**config.mk**
```make
export PLATFORM = sky130hd
export DESIGN_NAME = dcache_perf_counters
export DESIGN_NICKNAME = d
export VERILOG_FILES = /design/src/hw/dcache_perf_counters.sv
export VERILOG_INCLUDE_DIRS = /design/src /design/src/hw
export SDC_FILE = /design/constraint.sdc
export NUM_CORES = 1
export LEC_CHECK = 0
export ABC_AREA = 1
export BUFFER_PORTS_ARGS = -buffer_cell sky130_fd_sc_hd__buf_2
export CAP_MARGIN = 15
export CORE_MARGIN = 4
export CORE_UTILIZATION = 30
export CTS_BUF_LIST = sky130_fd_sc_hd__clkbuf_16
export CTS_CLUSTER_DIAMETER = 30
export DETAILED_ROUTE_END_ITERATION = 12
export SLEW_MARGIN = 10
export SYNTH_ARGS = -nofsm -noshare
export SYNTH_HDL_FRONTEND = slang
export SYNTH_SLANG_ARGS = --single-unit
```
**constraint.sdc**
```tcl
create_clock -name i_clk -period 1.95 [get_ports i_clk]
set_clock_uncertainty 0.2 [all_clocks]
set_input_delay 0.4875 -clock i_clk [delete_from_list [all_inputs] [get_ports i_clk]]
set_output_delay 0.4875 -clock i_clk [all_outputs]
set_load 0.01 [all_outputs]
```
**src/hw/dcache_settings.svh**
```systemverilog
`ifndef DCACHE_SETTINGS_SVH
`define DCACHE_SETTINGS_SVH

// ----------------------------------------
// cache geometry
// ----------------------------------------
`define DC_WAYS     2
`define DC_SETS     16
`define DC_LINE_B   16   // bytes per line
`define DC_PADDR_W  32

// ----------------------------------------
// load/store unit side
// ----------------------------------------
`define DC_LRQ_N    4    // refill queue depth
`define DC_RD_PORTS 2
`define DC_PERF_W   16

`endif

```
**src/hw/dcache_perf_counters.sv**
```systemverilog
`timescale 1ns/1ps
`default_nettype none
`include "dcache_settings.svh"

module dcache_perf_counters (
  input  logic                    i_clk,
  input  logic                    i_reset_n,
  input  logic [`DC_RD_PORTS-1:0] i_s1_hit,
  input  logic [`DC_RD_PORTS-1:0] i_s1_miss,
  input  logic [`DC_RD_PORTS-1:0] i_s1_conflict,
  input  logic                    i_perf_snap,
  output logic [`DC_PERF_W-1:0]   o_perf_reqs,
  output logic [`DC_PERF_W-1:0]   o_perf_hits,
  output logic [`DC_PERF_W-1:0]   o_perf_misses,
  output logic [`DC_PERF_W-1:0]   o_perf_conflicts
);

  logic [`DC_PERF_W-1:0]   r_cnt  [4];   // reqs, hits, misses, conflicts
  logic [`DC_PERF_W-1:0]   r_snap [4];
  logic [`DC_RD_PORTS-1:0] w_ev   [4];

  // add this cycle's port events, stick at all ones
  function automatic logic [`DC_PERF_W-1:0] sat_add(input logic [`DC_PERF_W-1:0] cnt,
                                                    input logic [`DC_RD_PORTS-1:0] ev);
    logic [`DC_PERF_W:0] sum;
    sum = {1'b0, cnt};
    for (int p = 0; p < `DC_RD_PORTS; p++) begin
      sum = sum + ev[p];
    end
    return sum[`DC_PERF_W] ? {`DC_PERF_W{1'b1}} : sum[`DC_PERF_W-1:0];
  endfunction

  assign w_ev[0] = i_s1_hit | i_s1_miss | i_s1_conflict;
  assign w_ev[1] = i_s1_hit;
  assign w_ev[2] = i_s1_miss;
  assign w_ev[3] = i_s1_conflict;

  always_ff @(posedge i_clk, negedge i_reset_n) begin
    if (!i_reset_n) begin
      for (int k = 0; k < 4; k++) begin
        r_cnt[k]  <= '0;
        r_snap[k] <= '0;
      end
    end else begin
      for (int k = 0; k < 4; k++) begin
        if (i_perf_snap) begin
          r_snap[k] <= sat_add(r_cnt[k], w_ev[k]);   // snap cycle still counts
          r_cnt[k]  <= '0;
        end else begin
          r_cnt[k] <= sat_add(r_cnt[k], w_ev[k]);
        end
      end
    end
  end

  assign o_perf_reqs      = r_snap[0];
  assign o_perf_hits      = r_snap[1];
  assign o_perf_misses    = r_snap[2];
  assign o_perf_conflicts = r_snap[3];

endmodule

`default_nettype wire

```
==> results.json <==
{
  "status": "finished, violations left",
  "violations": "setup timing",
  "wirelength_um": 15500,
  "synthTopCellsByArea": "dfrtp_1, nand2_1, inv_1",
  "final_area_sq_um": 8940,
  "start_kind": "flop",
  "worst_setup_path_end_kind": "flop",
  "final_cell_mix": "nand2_1, dfrtp_1, inv_1",
  "crit_path_max_fanout": 6,
  "wl_per_cell_um": 12.9,
  "coreArea_sq_um": 21000,
  "synthArstFlopShare_pct": 100,
  "gp_congestion": 0.808,
  "antenna_found_initial": 0,
  "seqCellArea_sq_um": 3200,
  "die-area_sq_um": 23700,
  "grt_pass1_vias": 5136,
  "place_ws_ns": -0.645,
  "clock_sinks": 128,
  "synth.distinct_cells": 29,
  "pwr-share-seq_pct": 42.7,
  "firstDrtPassIters": 4,
  "antenna_cells": 0,
  "final_common_cell": "nand2_1",
  "synthesis.area_sq_um": 6400,
  "nets": 932,
  "power_density_nw_per_um2": 747,
  "multi_input_area_sq_um": 3430,
  "tritoncts": "built",
  "vdd_drop_max_v": 0.000545,
  "switching_share_pct": 25.0,
  "syn_avg_cell_area_sq_um": 7.96,
  "hpwlAfterDp_um": 10800,
  "cts-buffers-inserted": 17,
  "grt_pass1_wl_um": 25400,
  "ys_seq_area_share_pct": 50.1,
  "hp-start": "i_perf_snap",
  "rsz0062_at_grt": "yes",
  "layout-drive-gt1-share_pct": 35.6,
  "fp.dieH_um": 154,
  "fmax_mhz": 487,
  "synth-seq-cells": 128,
  "fp-row-count": 53,
  "comb_power_share_pct": 9.0,
  "pwr-share-clk_pct": 48.3,
  "drv_cap": 0,
  "rrSetupSlack_ns": -0.10,
  "fillers": 2047,
  "synth_top_area_share_pct": 50.1,
  "grt.overflow.total": 0,
  "hold_viol": 0,
  "period_share_pct": 105,
  "synth_nets": 821,
  "vias": 5300,
  "synth_cells": 804,
  "fp.dieW_um": 154,
  "vias_per_cell": 4.41,
  "reg2reg_depth": 11,
  "postLayoutSetupSlackWorst_ns": -0.102,
  "reg2reg_to": "o_perf_reqs[2]$_DFFE_PN0P_",
  "power_mw": 6.68,
  "critPathKind": "flop to flop",
  "clk_path_buf_depth": 2,
  "clk_pin_slew_ns": 0.06,
  "drc_errors": 0,
  "fin_setup_tns_ns": -5.14,
  "cp.required_ns": 2.08,
  "ant_nets": 0,
  "slew_headroom_pct": 72.6,
  "arrival_ns": 2.18,
  "synth-edff-count": 0,
  "drt_iter0_markers": 231,
  "place_area_sq_um": 7580,
  "synth_warnings": 0,
  "netlist.top_cell.by_area": "dfrtp_1",
  "drv_slew": 0,
  "min_path_type": "input pin to flop",
  "setup_viol": 107,
  "p_sw_mw": 1.67,
  "grt_max_degree": 42,
  "leakage_nw": 4.65,
  "insertion_delay_ns": 0.42,
  "r2r-start": "r_cnt[48]$_DFF_PN0_",
  "synth-main-ff-cell": "dfrtp_1",
  "max_slew.worst_pin.slew_ns": 0.411,
  "start_util_pct": 30.4,
  "grt_usage_pct": 13.1,
  "min_path_cells": 2,
  "internal_power_mw": 5.00,
  "io_buffers": 72,
  "ios": 73,
  "root_buffer": "clkbuf_16",
  "htreeDepth": 4,
  "min_period_ns": 2.05,
  "hold_end": "r_cnt[51]$_DFF_PN0_",
  "syn2layout_area_growth_pct": 39.7
}
## routing by layer
| layer | vias to the layer above | share of wire [%] | track usage, % |
|---|---|---|---|
| met5 | - | 0 | 0 |
| met4 | 0 | 0.79 | 3.53 |
| met3 | 11 | 4.2 | 3.52 |
| met2 | 80 | 47 | 21.0 |
| met1 | 2503 | 48 | 17.6 |
| li1 | 2706 | - | - |
## worst max-delay path, cell delays in order (launching register included)
cell and delay [ns]:
dfrtp_1 0.33, inv_2 0.04, fa_2 0.36, inv_2 0.08
ha_4 0.16, nand2_4 0.05, nor2_4 0.09, nand2_2 0.08
nor2_4 0.16, nand2_4 0.12, buf_6 0.16, a31oi_1 0.13
## kinds of logic (layout without fill, tap and decap cells)
family | count (synthesis) | count (layout) | share of synthesized area, %
and+or+nand+nor | 418 | 419 | 27.7
buffers and inverters | 140 | 263 | 9.27
DFF | 128 | 128 | 50.1
AOI/OAI and AO/OA | 82 | 82 | 7.08
xor gates and xnor gates | 28 | 28 | 3.83
adders and majority gates | 8 | 8 | 2.03
## power groups by stage
stage / Sequential [mW] / Clock (mW) / Combinational [mW]
after detailed placement: 2.89 / 0 / 0.566
after CTS: 2.85 / 3.29 / 0.579
final: 2.85 / 3.22 / 0.603
after floorplan: 2.90 / 0 / 0.289
after global placement: 2.89 / 0 / 0.558
after global routing: 2.86 / 3.42 / 0.669
## sequential cells by signal, indices dropped and copies added, names as in the netlist
register,cells
r_cnt,64
o_perf_conflicts,16
o_perf_hits,16
o_perf_misses,16
o_perf_reqs,16
## stage by stage
stage | util, % | cells | hold WS, ns
2_1_floorplan | - | 804 | -0.00809
3_3_place_gp | 36.1 | 1159 | 0.232
3_5_place_dp | 36.1 | 1159 | 0.240
4_1_cts | 40.3 | 1197 | 0.177
5_1_grt | 42.5 | 1203 | 0.186
6_report | 42.5 | 1203 | 0.191
## worst max-delay path by stage
| stage | from | endpoint | slack (ns) |
|---|---|---|---|
| 2_1_floorplan | i_s1_miss[1] | o_perf_reqs[11]$_DFFE_PN0P_ | -0.17 |
| 3_3_place_gp | i_s1_hit[1] | r_cnt[53]$_DFF_PN0_ | -0.58 |
| 3_5_place_dp | i_s1_miss[1] | o_perf_reqs[2]$_DFFE_PN0P_ | -0.64 |
| 4_1_cts | r_cnt[32]$_DFF_PN0_ | o_perf_hits[9]$_DFFE_PN0P_ | -0.11 |
| 5_1_grt | r_cnt[0]$_DFF_PN0_ | o_perf_conflicts[15]$_DFFE_PN0P_ | -0.22 |
| 6_report | r_cnt[48]$_DFF_PN0_ | o_perf_reqs[2]$_DFFE_PN0P_ | -0.10 |
## Yosys cell counts, types with 3 or more instances
| cell | count |
|---|---|
| a21oi_1 | 28 |
| a31oi_1 | 18 |
| buf_1 | 3 |
| buf_2 | 7 |
| buf_4 | 3 |
| buf_6 | 6 |
| clkbuf_1 | 10 |
| dfrtp_1 | 128 |
| fa_1 | 4 |
| ha_1 | 4 |
| inv_1 | 106 |
| inv_2 | 3 |
| nand2_1 | 248 |
| nand2_2 | 10 |
| nand3_1 | 48 |
| nand3_2 | 4 |
| nand4_1 | 4 |
| nor2_1 | 88 |
| nor2_2 | 6 |
| nor2_4 | 4 |
| o21ai_0 | 26 |
| o21bai_1 | 8 |
| xnor2_1 | 10 |
| xor2_1 | 18 |
## area by class of cell
cell class | instances | share of cell area (%)
Timing Repair Buffer | 120 | 10.3
Sequential cell | 128 | 35.8
Clock buffer | 17 | 4.76
Tap cell | 275 | 3.85
Clock inverter | 15 | 1.90
Inverter | 111 | 4.94
Multi-Input combinational cell | 537 | 38.4
## what timing repair did
action                     4_1_cts  5_1_grt
setup buffers                    4        6
hold endpoints to repair        35        0
hold buffers                     1        0
cloned                           1        0
pin swaps                       27       43
gates resized for setup         61      109
setup endpoints to repair      128      128
No activity file was read; power rests on OpenSTA's default activity.
