`config.mk`:
```
export PLATFORM = sky130hd
export DESIGN_NAME = dcache_lrq
export DESIGN_NICKNAME = d
export VERILOG_FILES = /design/src/hw/dcache_pkg.sv /design/src/hw/dcache_lrq.sv
export VERILOG_INCLUDE_DIRS = /design/src /design/src/hw
export SDC_FILE = /design/constraint.sdc
export NUM_CORES = 1
export LEC_CHECK = 0
export BUFFER_PORTS_ARGS = -buffer_cell sky130_fd_sc_hd__buf_2
export CAP_MARGIN = 30
export CORE_MARGIN = 4
export CORE_UTILIZATION = 50
export CTS_CLUSTER_DIAMETER = 60
export DETAILED_ROUTE_END_ITERATION = 8
export PLACE_DENSITY = 0.7
export SLEW_MARGIN = 20
export SYNTH_ARGS = -nofsm -noshare
export SYNTH_HDL_FRONTEND = slang
export SYNTH_SLANG_ARGS = --single-unit
```
`constraint.sdc`:
```
create_clock -name i_clk -period 3.35 [get_ports i_clk]
set_input_delay 0.1675 -clock i_clk [delete_from_list [all_inputs] [get_ports i_clk]]
set_output_delay 0.1675 -clock i_clk [all_outputs]
set_load 0.01 [all_outputs]
```
`src/hw/dcache_settings.svh`:
```
`ifndef DCACHE_SETTINGS_SVH
`define DCACHE_SETTINGS_SVH

// ----------------------------------------
// cache geometry
// ----------------------------------------
`define DC_WAYS     2
`define DC_SETS     16
`define DC_LINE_B   16   // bytes per line
`define DC_PADDR_W  32

// ----------------------------------------
// load/store unit side
// ----------------------------------------
`define DC_LRQ_N    4    // refill queue depth
`define DC_RD_PORTS 2
`define DC_PERF_W   16

`endif

```
`src/hw/dcache_pkg.sv`:
```
`default_nettype none

package dcache_pkg;

  // kind field shared by both tag views
  localparam logic [1:0] L2_KIND_RD_L1D = 2'b01;

  typedef struct packed {
    logic [1:0] kind;
    logic [3:0] lrq_idx;   // refill queue entry
  } l2_tag_l1d_t;

  typedef struct packed {
    logic [1:0] kind;
    logic [3:0] src_id;    // some other L2 client
  } l2_tag_fgn_t;

  // one 6-bit tag word, view chosen by kind
  typedef union packed {
    l2_tag_l1d_t rd;
    l2_tag_fgn_t fgn;
  } l2_tag_u;

  typedef enum logic [1:0] {
    LRQ_FREE,
    LRQ_ISSUE,   // waiting for the L2 request slot
    LRQ_WAIT     // request sent, response pending
  } lrq_state_e;

endpackage

`default_nettype wire

```
`src/hw/dcache_lrq.sv`:
```
`timescale 1ns/1ps
`default_nettype none
`include "dcache_settings.svh"

module dcache_lrq #(
  localparam int OFF_W = $clog2(`DC_LINE_B),
  localparam int WAY_W = $clog2(`DC_WAYS),
  localparam int LRQ_W = $clog2(`DC_LRQ_N)
) (
  input  logic                    i_clk,
  input  logic                    i_reset_n,
  input  logic [`DC_RD_PORTS-1:0] i_miss_valid,
  input  logic [`DC_PADDR_W-1:0]  i_miss_paddr [`DC_RD_PORTS],
  input  logic [WAY_W-1:0]        i_miss_way [`DC_RD_PORTS],
  output logic                    o_l2_req_valid,
  output logic [`DC_PADDR_W-1:0]  o_l2_req_paddr,
  output dcache_pkg::l2_tag_u     o_l2_req_tag,
  input  logic                    i_search_valid,
  input  logic [LRQ_W-1:0]        i_search_idx,
  output logic [`DC_PADDR_W-1:0]  o_search_paddr,
  output logic [WAY_W-1:0]        o_search_way,
  input  logic                    i_release_valid
);

  dcache_pkg::lrq_state_e r_state [`DC_LRQ_N];
  logic [`DC_PADDR_W-1:0] r_paddr [`DC_LRQ_N];   // line aligned
  logic [WAY_W-1:0]       r_way [`DC_LRQ_N];
  logic [LRQ_W-1:0]       r_rel_idx;             // entry of the last search

  logic                   w_alloc;
  logic [LRQ_W-1:0]       w_free_idx;
  logic [`DC_PADDR_W-1:0] w_alloc_paddr;
  logic [WAY_W-1:0]       w_alloc_way;
  logic                   w_issue;
  logic [LRQ_W-1:0]       w_issue_idx;

  // ----------------------------------------
  // pick lowest miss, free entry and issue entry
  // ----------------------------------------
  always_comb begin
    logic miss_found;
    logic free_found;
    logic dup;
    miss_found    = 1'b0;
    free_found    = 1'b0;
    dup           = 1'b0;
    w_alloc_paddr = '0;
    w_alloc_way   = '0;
    w_free_idx    = '0;
    w_issue       = 1'b0;
    w_issue_idx   = '0;
    for (int p = `DC_RD_PORTS-1; p >= 0; p--) begin   // last write wins so lowest port is kept
      if (i_miss_valid[p]) begin
        miss_found    = 1'b1;
        w_alloc_paddr = {i_miss_paddr[p][`DC_PADDR_W-1:OFF_W], {OFF_W{1'b0}}};
        w_alloc_way   = i_miss_way[p];
      end
    end
    for (int e = `DC_LRQ_N-1; e >= 0; e--) begin
      if (r_state[e] == dcache_pkg::LRQ_FREE) begin
        free_found = 1'b1;
        w_free_idx = LRQ_W'(e);
      end else if (r_paddr[e] == w_alloc_paddr) begin
        dup = 1'b1;   // line already on its way
      end
      if (r_state[e] == dcache_pkg::LRQ_ISSUE) begin
        w_issue     = 1'b1;
        w_issue_idx = LRQ_W'(e);
      end
    end
    w_alloc = miss_found & free_found & ~dup;
  end

  always_comb begin
    o_l2_req_tag = '0;
    o_l2_req_tag.rd.kind = dcache_pkg::L2_KIND_RD_L1D;
    o_l2_req_tag.rd.lrq_idx[LRQ_W-1:0] = w_issue_idx;
  end

  assign o_l2_req_valid = w_issue;
  assign o_l2_req_paddr = r_paddr[w_issue_idx];
  assign o_search_paddr = r_paddr[i_search_idx];
  assign o_search_way   = r_way[i_search_idx];

  // ----------------------------------------
  // entry state machines
  // ----------------------------------------
  always_ff @(posedge i_clk, negedge i_reset_n) begin
    if (!i_reset_n) begin
      for (int e = 0; e < `DC_LRQ_N; e++) begin
        r_state[e] <= dcache_pkg::LRQ_FREE;
      end
      r_rel_idx <= '0;
    end else begin
      for (int e = 0; e < `DC_LRQ_N; e++) begin
        if (w_alloc && (w_free_idx == LRQ_W'(e))) begin
          r_state[e] <= dcache_pkg::LRQ_ISSUE;
        end else if (w_issue && (w_issue_idx == LRQ_W'(e))) begin
          r_state[e] <= dcache_pkg::LRQ_WAIT;
        end else if (i_release_valid && (r_rel_idx == LRQ_W'(e))) begin
          r_state[e] <= dcache_pkg::LRQ_FREE;
        end
      end
      if (i_search_valid) begin
        r_rel_idx <= i_search_idx;
      end
    end
  end

  always_ff @(posedge i_clk) begin
    if (w_alloc) begin
      r_paddr[w_free_idx] <= w_alloc_paddr;
      r_way[w_free_idx]   <= w_alloc_way;
    end
  end

  a_search_wait: assert property (@(posedge i_clk) disable iff (!i_reset_n)
    i_search_valid |-> (r_state[i_search_idx] == dcache_pkg::LRQ_WAIT));

  // only a waiting entry gets released
  a_release_wait: assert property (@(posedge i_clk) disable iff (!i_reset_n)
    i_release_valid |-> (r_state[r_rel_idx] == dcache_pkg::LRQ_WAIT));

endmodule

`default_nettype wire

```
==> reports/qor.yml <==
cells_and_area:
  diodes: 0
  final_layout_size_suffix_gt1_frac: 0.247
  nets: 1012
  seq_area_um2: 3730
  area_growth_pct: 20.9
  instances_no_fill: 1171
  fillers: 1358
  multi_input_area_um2: 4240
hold_path:
  hold_depth: 2
  hp-class: "in -> reg"
  worstHoldStart: "i_search_valid"
status:
  outcome: "finished clean"
setup_path:
  cpMaxStageDelayCell: "nor2_2"
  crit_start: "r_state[6]"
  path_cells: "nor2b_1 -> nand2b_1 -> nor2_2 -> buf_4 -> a22oi_1 -> o21ai_0 -> buf_2"
  r2r_end: "r_paddr[1][24]"
  cp-endpoint: "o_l2_req_paddr[29]"
  worst_r2r_startpoint: "r_paddr[0][30]"
  arrival_ns: 2.94
  rrSetupSlack_ns: 0.35
  cp.required_ns: 3.18
  end_kind: "primary output"
  crit_type: "reg -> out"
  cpPeakStageDelay_ns: 0.75
  cp-start-kind: "register"
  path_max_fanout: 17
  r2r_cells: 9
sta:
  max_freq_mhz: 322
  worstMarginPinSlew_ns: 0.929
  setup_tns_ns: 0
  finalCritPeriodShare: 0.928
  hold_viol: 0
  slew_viol_final: 0
  relSlewSlack: 0.380
  fin_crit_ns: 3.11
  worst_clock_skew_ns: 0.0146
  setup_violations: 0
  rsz0062_at_grt: "false"
logic_synthesis:
  syn_inst: 793
  synth_ff_type: "edfxtp_1"
  synth_edf_count: 116
  ys_seq_area_frac: 0.446
  yosysTopAreaCell: "edfxtp_1"
  postSynthAreaPerCell_um2: 10.6
  async_reset_ff_frac: 0.0794
  yosys-top-cells-area: "edfxtp_1, mux4_2, xor2_1, xnor2_1, a22oi_1"
  synth_top_area_frac: 0.416
  yosysUniqueCellTypes: 73
  synth-seq-cells: 126
  yosys_warnings: 0
  synth_area_um2: 8380
floorplan:
  initial_utilization: 0.507
  pin_count: 146
  core.rowCount: 47
  dieArea_um2: 18900
  die_h_um: 137
  fp.dieW_um: 137
  coreArea_um2: 16500
detailed_routing:
  finalWirelength_mm: 30.8
  dr.pass1.iters: 8
  vias_per_cell: 6.51
  wire_per_inst_um: 26.3
  route.detailed.drc: 0
  ant_nets: 0
  vias: 7621
  drt-initial-drc-count: 945
power_and_ir_drop:
  p_leak_nw: 3.92
  ir_worst_vdd_mv: 0.424
  p_per_area_nw_per_um2: 801
grt:
  antenna_found_initial: 0
  use_met2: 0.517
  grt_pass1_vias: 7184
  grt_use_met3: 0.0584
  grt_use_met1: 0.465
  grt_max_degree: 38
  grt_pass1_wl_mm: 45.0
  busiest_layer: "met2"
  grt_usage: 0.331
  overflow: 0
clock_network:
  clk_latency_ns: 0.44
  cts_tree: "yes"
  cts_buffers: 17
  cts_max_path_buffers: 2
  cts.clk_slew.worst_paths_ns: 0.06
  h-tree-depth: 4
  cts-root-buf: "clkbuf_16"
  clock-sinks: 126
placed_design:
  dp_hpwl_mm: 24.0
  numPortBuffers: 125
  dp_cells: 1138
  gp_congestion: 1.07
flow_run:
  drv_cap: 0
cells in the mapped netlist (10+ instances only):
cell and instances:
a21oi_1 26, a22oi_1 36, buf_2 13, buf_4 14, clkbuf_1 16, dfrtp_1 10, edfxtp_1 116, inv_1 54
mux2i_1 19, mux4_2 29, nand2_1 64, nand3_1 30, nand3b_1 20, nand4_1 11, nor2_1 30, nor4_1 14
o21ai_0 51, o22ai_1 27, xnor2_1 33, xor2_1 39
kinds of logic (layout without fill, tap and decap cells):
group | count (synthesis) | after routing | synth area share
other cells | 2 | 12 | 0.000896
simple gates | 218 | 218 | 0.138
flops | 126 | 126 | 0.446
xor+xnor | 72 | 72 | 0.0752
buf+inv | 103 | 251 | 0.0552
compound gates | 222 | 222 | 0.182
mux | 50 | 50 | 0.103
metal layers:
metal / up-vias / share of wire
met5: - / 0
met4: 0 / 0.033
met3: 66 / 0.096
met2: 512 / 0.47
met1: 3708 / 0.40
li1: 3335 / -
placed cells by master (no fill, tap or decap), drive strengths merged, types with 6 or more instances in the layout:
cell	count
nor2b	9
a21oi	26
nand3	30
edfxtp	116
mux4	29
nor2	30
inv	54
xor2	39
a221oi	6
a31oi	6
nand3b	21
xnor2	33
o211ai	6
nand4	11
dfrtp	10
nor4	15
o22ai	27
clkinv	8
conb	12
a22oi	37
o21ai	56
mux2i	19
clkbuf	18
o2111ai	6
o2bb2ai	7
nand2b	9
and2	7
a22o	7
a2111oi	6
buf	164
nand2	64
worst max-delay path: cells and delay by family, from the launching register on:
| family | cells | cell delay, ns |
|---|---|---|
| compound gates | 2 | 0.31 |
| flops | 1 | 0.39 |
| buf+inv | 2 | 0.60 |
| simple gates | 3 | 1.20 |
sequential cells by signal, summed over array words and instances, names as in the netlist:
register	cells
r_rel_idx	2
r_way	4
r_state	8
r_paddr	112
power by group:
part           total (mW)  leakage (nW)  internal (mW)  switching [mW]
sequential           2.76          1.20           2.27           0.494
clock                1.98         0.306           1.30           0.680
combinational        3.37          2.42           1.37            2.00
total                8.12          3.92           4.94            3.17
worst min path at each step:
stage / end / slack (ns)
after floorplan: r_rel_idx[0] / -0.13
after global placement: r_rel_idx[1] / 0.04
after detailed placement: r_state[7] / 0.03
after CTS: r_rel_idx[1] / 0.0008
after global routing: r_rel_idx[0] / 0.02
final: r_rel_idx[0] / 0.02
per-stage QoR:
step	power [mW]	util	hold slack (ns)	setup slack (ns)	cell area, um^2
2_1_floorplan	4.51	-	-0.128	0.599	8420
3_3_place_gp	6.04	0.575	0.0376	0.230	9500
3_5_place_dp	6.10	0.575	0.0334	0.208	9500
4_1_cts	8.07	0.613	0.000836	0.226	10100
5_1_grt	8.47	0.613	0.0189	0.0941	10100
6_report	8.12	0.613	0.0163	0.240	10100
cell type report:
class,instances,area share
sequential,126,0.368
inverter,54,0.0200
clock buffer,18,0.0424
tap,220,0.0272
clock inverter,14,0.0195
timing repair buffer,165,0.104
multi-input combinational,574,0.418
what timing repair did:
action	CTS	global route
gates resized for setup	0	0
setup buffers	0	0
hold endpoints to repair	10	0
hold buffers	1	0
Note: power is estimated with default switching activity, not from simulation.
