===== src/hw/dcache_settings.svh =====
`ifndef DCACHE_SETTINGS_SVH
`define DCACHE_SETTINGS_SVH

// ----------------------------------------
// cache geometry
// ----------------------------------------
`define DC_WAYS     2
`define DC_SETS     16
`define DC_LINE_B   16   // bytes per line
`define DC_PADDR_W  32

// ----------------------------------------
// load/store unit side
// ----------------------------------------
`define DC_LRQ_N    4    // refill queue depth
`define DC_RD_PORTS 2
`define DC_PERF_W   16

`endif


===== src/hw/dcache_pkg.sv =====
`default_nettype none

package dcache_pkg;

  // kind field shared by both tag views
  localparam logic [1:0] L2_KIND_RD_L1D = 2'b01;

  typedef struct packed {
    logic [1:0] kind;
    logic [3:0] lrq_idx;   // refill queue entry
  } l2_tag_l1d_t;

  typedef struct packed {
    logic [1:0] kind;
    logic [3:0] src_id;    // some other L2 client
  } l2_tag_fgn_t;

  // one 6-bit tag word, view chosen by kind
  typedef union packed {
    l2_tag_l1d_t rd;
    l2_tag_fgn_t fgn;
  } l2_tag_u;

  typedef enum logic [1:0] {
    LRQ_FREE,
    LRQ_ISSUE,   // waiting for the L2 request slot
    LRQ_WAIT     // request sent, response pending
  } lrq_state_e;

endpackage

`default_nettype wire


===== src/hw/dcache_refill.sv =====
`timescale 1ns/1ps
`default_nettype none
`include "dcache_settings.svh"

module dcache_refill #(
  localparam int WAY_W  = $clog2(`DC_WAYS),
  localparam int LRQ_W  = $clog2(`DC_LRQ_N),
  localparam int DATA_W = `DC_LINE_B * 8
) (
  input  logic                   i_clk,
  input  logic                   i_reset_n,
  input  logic                   i_l2_resp_valid,
  input  dcache_pkg::l2_tag_u    i_l2_resp_tag,
  input  logic [DATA_W-1:0]      i_l2_resp_data,
  output logic                   o_search_valid,
  output logic [LRQ_W-1:0]       o_search_idx,
  input  logic [`DC_PADDR_W-1:0] i_search_paddr,
  input  logic [WAY_W-1:0]       i_search_way,
  output logic                   o_release_valid,
  input  logic                   i_st_merge_valid,
  input  logic [`DC_LINE_B-1:0]  i_st_merge_be,
  input  logic [DATA_W-1:0]      i_st_merge_data,
  input  logic                   i_st_valid,
  input  logic [`DC_PADDR_W-1:0] i_st_paddr,
  input  logic [WAY_W-1:0]       i_st_way,
  input  logic [`DC_LINE_B-1:0]  i_st_be,
  input  logic [DATA_W-1:0]      i_st_data,
  output logic                   o_st_conflict,
  output logic                   o_upd_valid,
  output logic [`DC_PADDR_W-1:0] o_upd_paddr,
  output logic [WAY_W-1:0]       o_upd_way,
  output logic [`DC_LINE_B-1:0]  o_upd_be,
  output logic [DATA_W-1:0]      o_upd_data,
  output logic                   o_upd_fill
);

  logic                   r_rp1_valid;
  logic [LRQ_W-1:0]       r_rp1_idx;
  logic [DATA_W-1:0]      r_rp1_data;
  logic                   r_rp2_valid;
  logic [`DC_PADDR_W-1:0] r_rp2_paddr;
  logic [WAY_W-1:0]       r_rp2_way;
  logic [DATA_W-1:0]      r_rp2_data;
  logic [DATA_W-1:0]      w_merged;

  always_ff @(posedge i_clk, negedge i_reset_n) begin
    if (!i_reset_n) begin
      r_rp1_valid <= 1'b0;
      r_rp2_valid <= 1'b0;
    end else begin
      // foreign kinds are not ours, drop them here
      r_rp1_valid <= i_l2_resp_valid & (i_l2_resp_tag.rd.kind == dcache_pkg::L2_KIND_RD_L1D);
      r_rp2_valid <= r_rp1_valid;
    end
  end

  // ----------------------------------------
  // RP1 capture, RP2 with searched entry
  // ----------------------------------------
  always_ff @(posedge i_clk) begin
    if (i_l2_resp_valid) begin
      r_rp1_idx  <= i_l2_resp_tag.rd.lrq_idx[LRQ_W-1:0];
      r_rp1_data <= i_l2_resp_data;
    end
    if (r_rp1_valid) begin
      r_rp2_paddr <= i_search_paddr;
      r_rp2_way   <= i_search_way;
      r_rp2_data  <= r_rp1_data;
    end
  end

  assign o_search_valid  = r_rp1_valid;
  assign o_search_idx    = r_rp1_idx;
  assign o_release_valid = r_rp2_valid;   // line written this cycle

  for (genvar b = 0; b < `DC_LINE_B; b++) begin : g_merge
    assign w_merged[b*8 +: 8] = (i_st_merge_valid & i_st_merge_be[b]) ?
                                i_st_merge_data[b*8 +: 8] : r_rp2_data[b*8 +: 8];
  end

  // ----------------------------------------
  // update select, refill beats store
  // ----------------------------------------
  assign o_upd_valid   = r_rp2_valid | i_st_valid;
  assign o_upd_fill    = r_rp2_valid;
  assign o_upd_paddr   = r_rp2_valid ? r_rp2_paddr : i_st_paddr;
  assign o_upd_way     = r_rp2_valid ? r_rp2_way : i_st_way;
  assign o_upd_be      = r_rp2_valid ? {`DC_LINE_B{1'b1}} : i_st_be;
  assign o_upd_data    = r_rp2_valid ? w_merged : i_st_data;
  assign o_st_conflict = r_rp2_valid & i_st_valid;   // store dropped, requester retries

  a_merge_in_rp2: assert property (@(posedge i_clk) disable iff (!i_reset_n)
    i_st_merge_valid |-> r_rp2_valid);

endmodule

`default_nettype wire


===== config.mk =====
export PLATFORM = sky130hd
export DESIGN_NAME = dcache_refill
export DESIGN_NICKNAME = d
export VERILOG_FILES = /design/src/hw/dcache_pkg.sv /design/src/hw/dcache_refill.sv
export VERILOG_INCLUDE_DIRS = /design/src /design/src/hw
export SDC_FILE = /design/constraint.sdc
export NUM_CORES = 1
export LEC_CHECK = 0
export BUFFER_PORTS_ARGS = -buffer_cell sky130_fd_sc_hd__buf_2
export CAP_MARGIN = 5
export CORE_AREA = 2 2 265 267
export DETAILED_ROUTE_END_ITERATION = 6
export DIE_AREA = 0 0 267 269
export GPL_TIMING_DRIVEN = 0
export HOLD_SLACK_MARGIN = 0.1
export PLACE_DENSITY = 0.46
export SLEW_MARGIN = 15
export SYNTH_ARGS = -nofsm -noshare
export SYNTH_HDL_FRONTEND = slang
export SYNTH_SLANG_ARGS = --single-unit
export TNS_END_PERCENT = 100

===== constraint.sdc =====
create_clock -name i_clk -period 4.3 [get_ports i_clk]
set_clock_uncertainty 0.1 [all_clocks]
set_input_delay 0.86 -clock i_clk [delete_from_list [all_inputs] [get_ports i_clk]]
set_output_delay 0.86 -clock i_clk [all_outputs]
set_load 0.01 [all_outputs]

==> results of run 1 <==
==> state kept, by name, indices dropped and copies added (netlist names) <==
name,flops
r_rp2_way,1
r_rp2_data,128
o_search_valid,1
o_search_idx,2
r_rp2_paddr,32
r_rp1_data,128
o_release_valid,1
==> power by group through the flow <==
stage | clock network (uW) | logic [uW] | registers [uW]
2_1_floorplan | 0 | 404 | 3450
3_3_place_gp | 0 | 896 | 3490
3_5_place_dp | 0 | 931 | 3460
4_1_cts | 3150 | 936 | 3410
5_1_grt | 3240 | 1010 | 3420
6_report | 3000 | 929 | 3400
==> routing by layer <==
metal,vias up,share of wire [%],wire length [um],global-route usage (%)
li1,5062,-,-,-
met1,5305,40,20910,16.45
met2,541,49,25560,22.65
met3,99,7.3,3788,3.388
met4,6,2.7,1372,4.115
met5,-,0.066,34,0
==> per-stage QoR <==
step	std cells	setup WS [ns]	util (%)	total power, uW
6_report	2628	0.8196	27.08	7334
5_1_grt	2626	0.7105	27.08	7661
4_1_cts	2622	0.7824	27.06	7488
3_5_place_dp	2554	1.152	25.37	4396
3_3_place_gp	2550	-0.4072	25.19	4387
2_1_floorplan	953	1.224	-	3850
==> critical path, stage by stage, from the launching register on <==
cell and delay, ns:
dfrtp_1 0.38, buf_4 0.28, buf_4 0.38, buf_2 0.29
nor2_1 0.07, a31oi_1 0.34, buf_2 0.22
==> path summary, 6_finish.rpt <==
kind / end / slack [ns] / depth (start not counted)
worst min register to register: r_rp2_data[118] / 0.31 / 0
worst max-delay path: o_upd_data[42] / 0.82 / 6
max in group asynchronous: o_search_valid / 3.46 / 2
min in group asynchronous: o_release_valid / 0.53 / 2
worst max register to register: r_rp2_data[119] / 2.48 / 2
worst min-delay path: r_rp2_data[118] / 0.31 / 0
==> logic make-up (layout without fill, tap and decap cells) <==
| logic type | count (synthesis) | after routing | share of synthesized area (%) |
|---|---|---|---|
| other | 0 | 6 | 0 |
| DFF | 293 | 293 | 67.65 |
| AOI/OAI and AO/OA | 256 | 256 | 16.03 |
| buffers and inverters | 95 | 824 | 3.910 |
| muxes | 33 | 33 | 2.860 |
| and+or+nand+nor | 276 | 276 | 9.554 |
==> final cells by class <==
type / instances / area (um2) / area share, %
Antenna cell: 6 / 15.01 / 0.07999
Clock buffer: 47 / 1006 / 5.360
Multi-Input combinational cell: 565 / 3695 / 19.69
Buffer: 95 / 508.0 / 2.706
Clock inverter: 20 / 158.9 / 0.8466
Timing Repair Buffer: 662 / 3418 / 18.21
Sequential cell: 293 / 8792 / 46.84
Tap cell: 940 / 1176 / 6.266
==> cells in the final DEF, fill, tap and decap left out <==
cell           instances
or2_2                 17
a31oi_1              128
and2_1                 1
nand3_1              128
bufinv_16              2
diode_2                6
nor2_1               129
dfrtp_1                1
buf_6                  1
inv_6                  1
clkbuf_16             39
a21bo_2              128
buf_2                708
nand2_1                1
clkinvlp_4             4
clkbuf_1              29
clkinv_2               5
buf_8                  1
mux2_2                33
clkinv_1               7
dlygate4sd3_1          1
edfxtp_1             291
dfrtp_4                1
clkinv_4               1
buf_16                 4
buf_4                 21
==> what timing repair did <==
action | CTS | global route
hold buffers | 1 | 0
hold endpoints to repair | 2 | 0
setup endpoints to repair | 0 | 0
==> summary.md, run 1 <==
| Metric | Value |
|---|---|
| Status | complete, no violations |
| Clk root buf | clkbuf_16 |
| Area leader, netlist | edfxtp_1 |
| Clk pwr share | 40.9% |
| Hold Slack | 0.3082 ns |
| Synth Cell Area | 12990 um2 |
| Final hold vios | 0 |
| HP Class | register to register |
| Post-CTS Resized | 0 |
| Total GRT Usage | 13.28% |
| Dpl hpwl | 39550 um |
| # port buffers | 657 |
| Worst Path Required | 3.34 ns |
| Top-Level Pins | 677 |
| Synth top area cells | edfxtp_1 (67%), a21bo_2 (9.9%), a31oi_1 (6.2%) |
| Count of final setup violators | 0 |
| Tmin final | 3.480 ns |
| Distinct cells, synth | 14 |
| Ys Warns | 0 |
| Routed len/inst | 19.66 um |
| Clk buf depth | 3 |
| # DRC | 0 |
| Slew HR | 50.70% |
| Critical Path Source | o_release_valid |
| Critical R2R Launch | o_search_valid |
| Initial antenna violation count | 14 |
| Crit path DAT | 2.52 ns |
| Power Density | 390.7 nW/um2 |
| Largest net degree at the start of global routing | 71 |
| Initial drt markers | 681 |
| Register area share after synthesis | 67.65% |
| Fraction of registers with async set/reset | 0.6826% |
| Critical Path End Type | output port |
| Lkg Pwr | 0.007735 uW |
| Fin area | 18770 um2 |
| Total gr overflow | 0 |
| Layout Nets | 2148 |
| Post-route clock period utilization | 80.94% |
| Layout area overhead | 44.48% |
| Sequential share of power | 46.4% |
| Core Area | 69300 um2 |
| Fill cell count | 7305 |
| Slew at the pin closest to its max-slew limit | 0.7396 ns |
| Die width | 267 um |
| First-pass GRT wire length | 70040 um |
| Latest clock arrival within the worst-skew pair | 0.54 ns |
| DR vias/cell | 4.191 |
| Drt pass-1 iters | 6 |
| Post-Syn Nets | 1446 |
| CTS HTree Levels | 2 |
| Most instantiated library cell after synthesis | edfxtp_1 |
| Peak Freq | 287.3 MHz |
| Psw | 1773 uW |
| Worst-path clk slew | 0.06 ns |
| Switching power share of the total | 24.18% |
| Placed inst area | 17580 um2 |
| Top cell type's share of synthesized area | 67.26% |
| Vias in the first global route | 10820 |
| Rows | 97 |
| Int Pwr | 5560 uW |
| Vias | 11010 |
| Post-CTS setup repair buffer count | 0 |
| Final ANT Viol Nets | 0 |
| Chip Height | 269 um |
| Clk sink count | 293 |
| RSZ-0062 raised after global routing | no |
| Layout cells sized above 1 | 57.43% |
| Pins Over Slew Limit | 0 |
| EDFF count, synth | 291 |
| Final wirelength | 51670 um |
| Commonest register cell after synthesis | edfxtp_1 |
| Cells after synthesis | 953 |
| Top post-synthesis cells by count | edfxtp_1 (291), nor2_1 (129), a21bo_2 (128), a31oi_1 (128), nand3_1 (128) |
| Setup TNS | 0 ns |
| Peak supply drop | 0.2339 mV |
| FF+latch count, synth | 293 |
| Placer Congestion | 0.9272 |
| Combinational power share | 12.7% |
| Critical-path maximum fanout | 10 |
| CTS tree | yes |
| Maxcap violations | 0 |
| HP Start | r_rp1_data[118] |
| Die area | 71820 um2 |
| Number of buffers created by CTS | 38 |
| CP Launch Type | register |
| Syn_area_per_cell | 13.63 um2 |
| Critical path class | register to output port |
| Initial Util | 18.75% |
Power figures use the tool's default switching activity.
==> run 2, diff against run 1 <==
ABC_AREA = 1   (was unset)
CORE_AREA = 2 2 266 268   (was 2 2 265 267)
DIE_AREA = 0 0 268 270   (was 0 0 267 269)
PLACE_DENSITY = 0.47   (was 0.46)
clock period = 3.18 ns   (was 4.3 ns; I/O delays follow)
==> summary.md, run 2 <==
| Metric | Value |
|---|---|
| Ys Warns | 0 (unchanged) |
| Distinct cells, synth | 15 (+1) |
| Critical path class | register to output port |
| Dpl hpwl | 40640 um (+2.7%) |
| Clk buf depth | 3 (unchanged) |
| CP Launch Type | register |
| Cells after synthesis | 1396 (+46%) |
| Top post-synthesis cells by count | nand2_1 (491), edfxtp_1 (291), inv_1 (256), nand3_1 (256), buf_2 (36) |
| Most instantiated library cell after synthesis | nand2_1 |
| Critical Path End Type | output port |
| Top-Level Pins | 677 (unchanged) |
| Slew HR | 50.84% (+0.15 points) |
| Initial antenna violation count | 9 (-5) |
| Crit path DAT | 2.28 ns (-0.24 ns) |
| Biggest registers after layout | r_rp1_data x128, r_rp2_data x128, r_rp2_paddr x32 |
| Tmin final | 3.019 ns |
| Lkg Pwr | 0.009665 uW (+25%) |
| Chip Height | 270 um (+0.37%) |
| Maxcap violations | 0 (unchanged) |
| Hold Slack | 0.1516 ns (-0.1566 ns) |
| Post-Syn Nets | 1889 (+31%) |
| EDFF count, synth | 291 (unchanged) |
| Number of buffers created by CTS | 39 (+2.6%) |
| RSZ-0062 raised after global routing | no |
| Worst-path clk slew | 0.06 ns (about the same) |
| Syn_area_per_cell | 9.619 um2 (-29%) |
| Layout area overhead | 44.03% |
| DR vias/cell | 3.897 (-7.0%) |
| Worst Path Required | 2.44 ns (-0.90 ns) |
| Initial Util | 19.31% (+0.56 points) |
| Final ANT Viol Nets | 0 (unchanged) |
| Pre-CTS setup slack | 0.4150 ns (-0.7368 ns) |
| # port buffers | 657 (unchanged) |
| Total GRT Usage | 13.52% (+0.24 points) |
| CTS tree | yes |
| Clk root buf | clkbuf_16 |
| Commonest register cell after synthesis | edfxtp_1 |
| Die width | 268 um (+0.37%) |
| Vias | 11970 (+8.7%) |
| Drt pass-1 iters | 4 (-2) |
| Final wirelength | 51160 um (-0.98%) |
| Status | complete, no violations |
| CTS HTree Levels | 2 (unchanged) |
| Post-route clock period utilization | 94.93% |
| Peak Freq | 331.2 MHz |
| FF+latch count, synth | 293 (unchanged) |
| Largest net degree at the start of global routing | 81 (+14%) |
| Fraction of registers with async set/reset | 0.6826% (unchanged) |
| Core Area | 69540 um2 (+0.35%) |
| Register area share after synthesis | 65.45% (-2.2 points) |
| Final hold vios | 0 (unchanged) |
| Routed len/inst | 16.65 um (-15%) |
| Initial drt markers | 438 (-36%) |
| Rows | 97 (unchanged) |
| Fin area | 19340 um2 (+3.0%) |
| Top cell type's share of synthesized area | 65.08% (-2.2 points) |
| Commonest cells after routing, fill and taps aside | buf_2 (689), nand2_1 (491), edfxtp_1 (291), inv_1 (256), nand3_1 (256) |
| Commonest non-fill, non-tap cell in the layout | buf_2 |
| Vias in the first global route | 11990 (+11%) |
| Synth top area cells | edfxtp_1 (65%), nand2_1 (14%), nand3_1 (9.5%) |
| Count of final setup violators | 0 (unchanged) |
| Clk sink count | 293 (unchanged) |
| Placer Congestion | 0.9168 (-1.1%) |
| Placed inst area | 18010 um2 (+2.4%) |
| Final worst slack | 0.1611 ns (-0.6585 ns) |
| Slew at the pin closest to its max-slew limit | 0.7374 ns (-0.002178 ns) |
| DP Cell Count | 2997 (+17%) |
| Critical-path maximum fanout | 10 (unchanged) |
| First-pass GRT wire length | 73200 um (+4.5%) |
| Post-CTS setup repair buffer count | 0 (unchanged) |
| Die area | 72360 um2 (+0.75%) |
| Total gr overflow | 0 (unchanged) |
| Power Density | 525.8 nW/um2 (+35%) |
| Latest clock arrival within the worst-skew pair | 0.55 ns (about the same) |
| Fill cell count | 7618 (+4.3%) |
| # DRC | 0 (unchanged) |
| Non-Filler Instances | 3073 (+17%) |
| Pins Over Slew Limit | 0 (unchanged) |
| Synth Cell Area | 13430 um2 (+3.4%) |
| Layout Nets | 2594 (+21%) |
| HP Class | primary input to register |
| Peak supply drop | 0.3736 mV (+60%) |
| Area leader, netlist | edfxtp_1 |
| Layout cells sized above 1 | 36.76% (-21 points) |
## run 2: cells by family after synthesis
kind of cell	count (synthesis)	synth area share [%]
flops	293	65.45
buf+inv	328	9.998
simple gates	775	24.55
## run 2: through the flow
| step | setup TNS, ns | utilization (%) | power [uW] |
|---|---|---|---|
| floorplan | 0 | - | 5172 |
| global placement | -186.80 | 25.73 | 5881 |
| finish | 0 | 27.81 | 10170 |
| detailed placement | 0 | 25.90 | 5894 |
| global route | 0 | 27.80 | 10660 |
| CTS | 0 | 27.79 | 10390 |
## run 2: report_power, final
part / leakage (uW) / internal, uW / switching (uW) / total, uW
clock: 0.000612 / 2660 / 1710 / 4370
sequential: 0.00278 / 4530 / 63.9 / 4590
combinational: 0.00628 / 511 / 700 / 1210
## run 2: final timing paths
check	start	slack (ns)	to	depth (start not counted)
worst max-delay path	o_release_valid	0.16	o_upd_data[120]	7
worst min-delay path	i_l2_resp_data[80]	0.15	r_rp1_data[80]	1
worst max register to register	o_search_valid	1.33	r_rp2_data[114]	2
worst min register to register	r_rp1_data[2]	0.31	r_rp2_data[2]	0
max in group asynchronous	i_reset_n	2.55	o_search_valid	2
min in group asynchronous	i_reset_n	0.31	o_search_valid	2
## run 2: timing repair
action                                 CTS  global route
hold buffers                             3             0
setup endpoints to repair               39            15
endpoints found under the hold margin    4             0
gates resized for setup                  4             7
## run 2: area by class of cell
cell class | count | area (um2) | share of cell area [%]
clock buffer | 43 | 991.0 | 5.124
inverter | 258 | 970.9 | 5.020
antenna | 3 | 7.507 | 0.03882
timing repair buffer | 664 | 3431 | 17.74
sequential | 293 | 8792 | 45.46
buffer | 70 | 390.4 | 2.019
multi-input combinational | 775 | 3297 | 17.05
clock inverter | 27 | 284.0 | 1.469
tap | 940 | 1176 | 6.081
## run 2: worst max-delay path, cell delays in order, from the launching register on
cell and delay (ns):
dfrtp_1 0.39, buf_4 0.22, inv_4 0.17, buf_4 0.29
buf_2 0.30, nand2_1 0.08, nand2_1 0.12, buf_2 0.15
## run 2: routing by layer
layer | track usage [%] | wire length (um) | vias to the layer above
li1 | - | - | 5878
met1 | 16.16 | 20970 | 5604
met2 | 24.33 | 26010 | 408
met3 | 2.535 | 2918 | 74
met4 | 4.072 | 1209 | 10
met5 | 0 | 55 | -
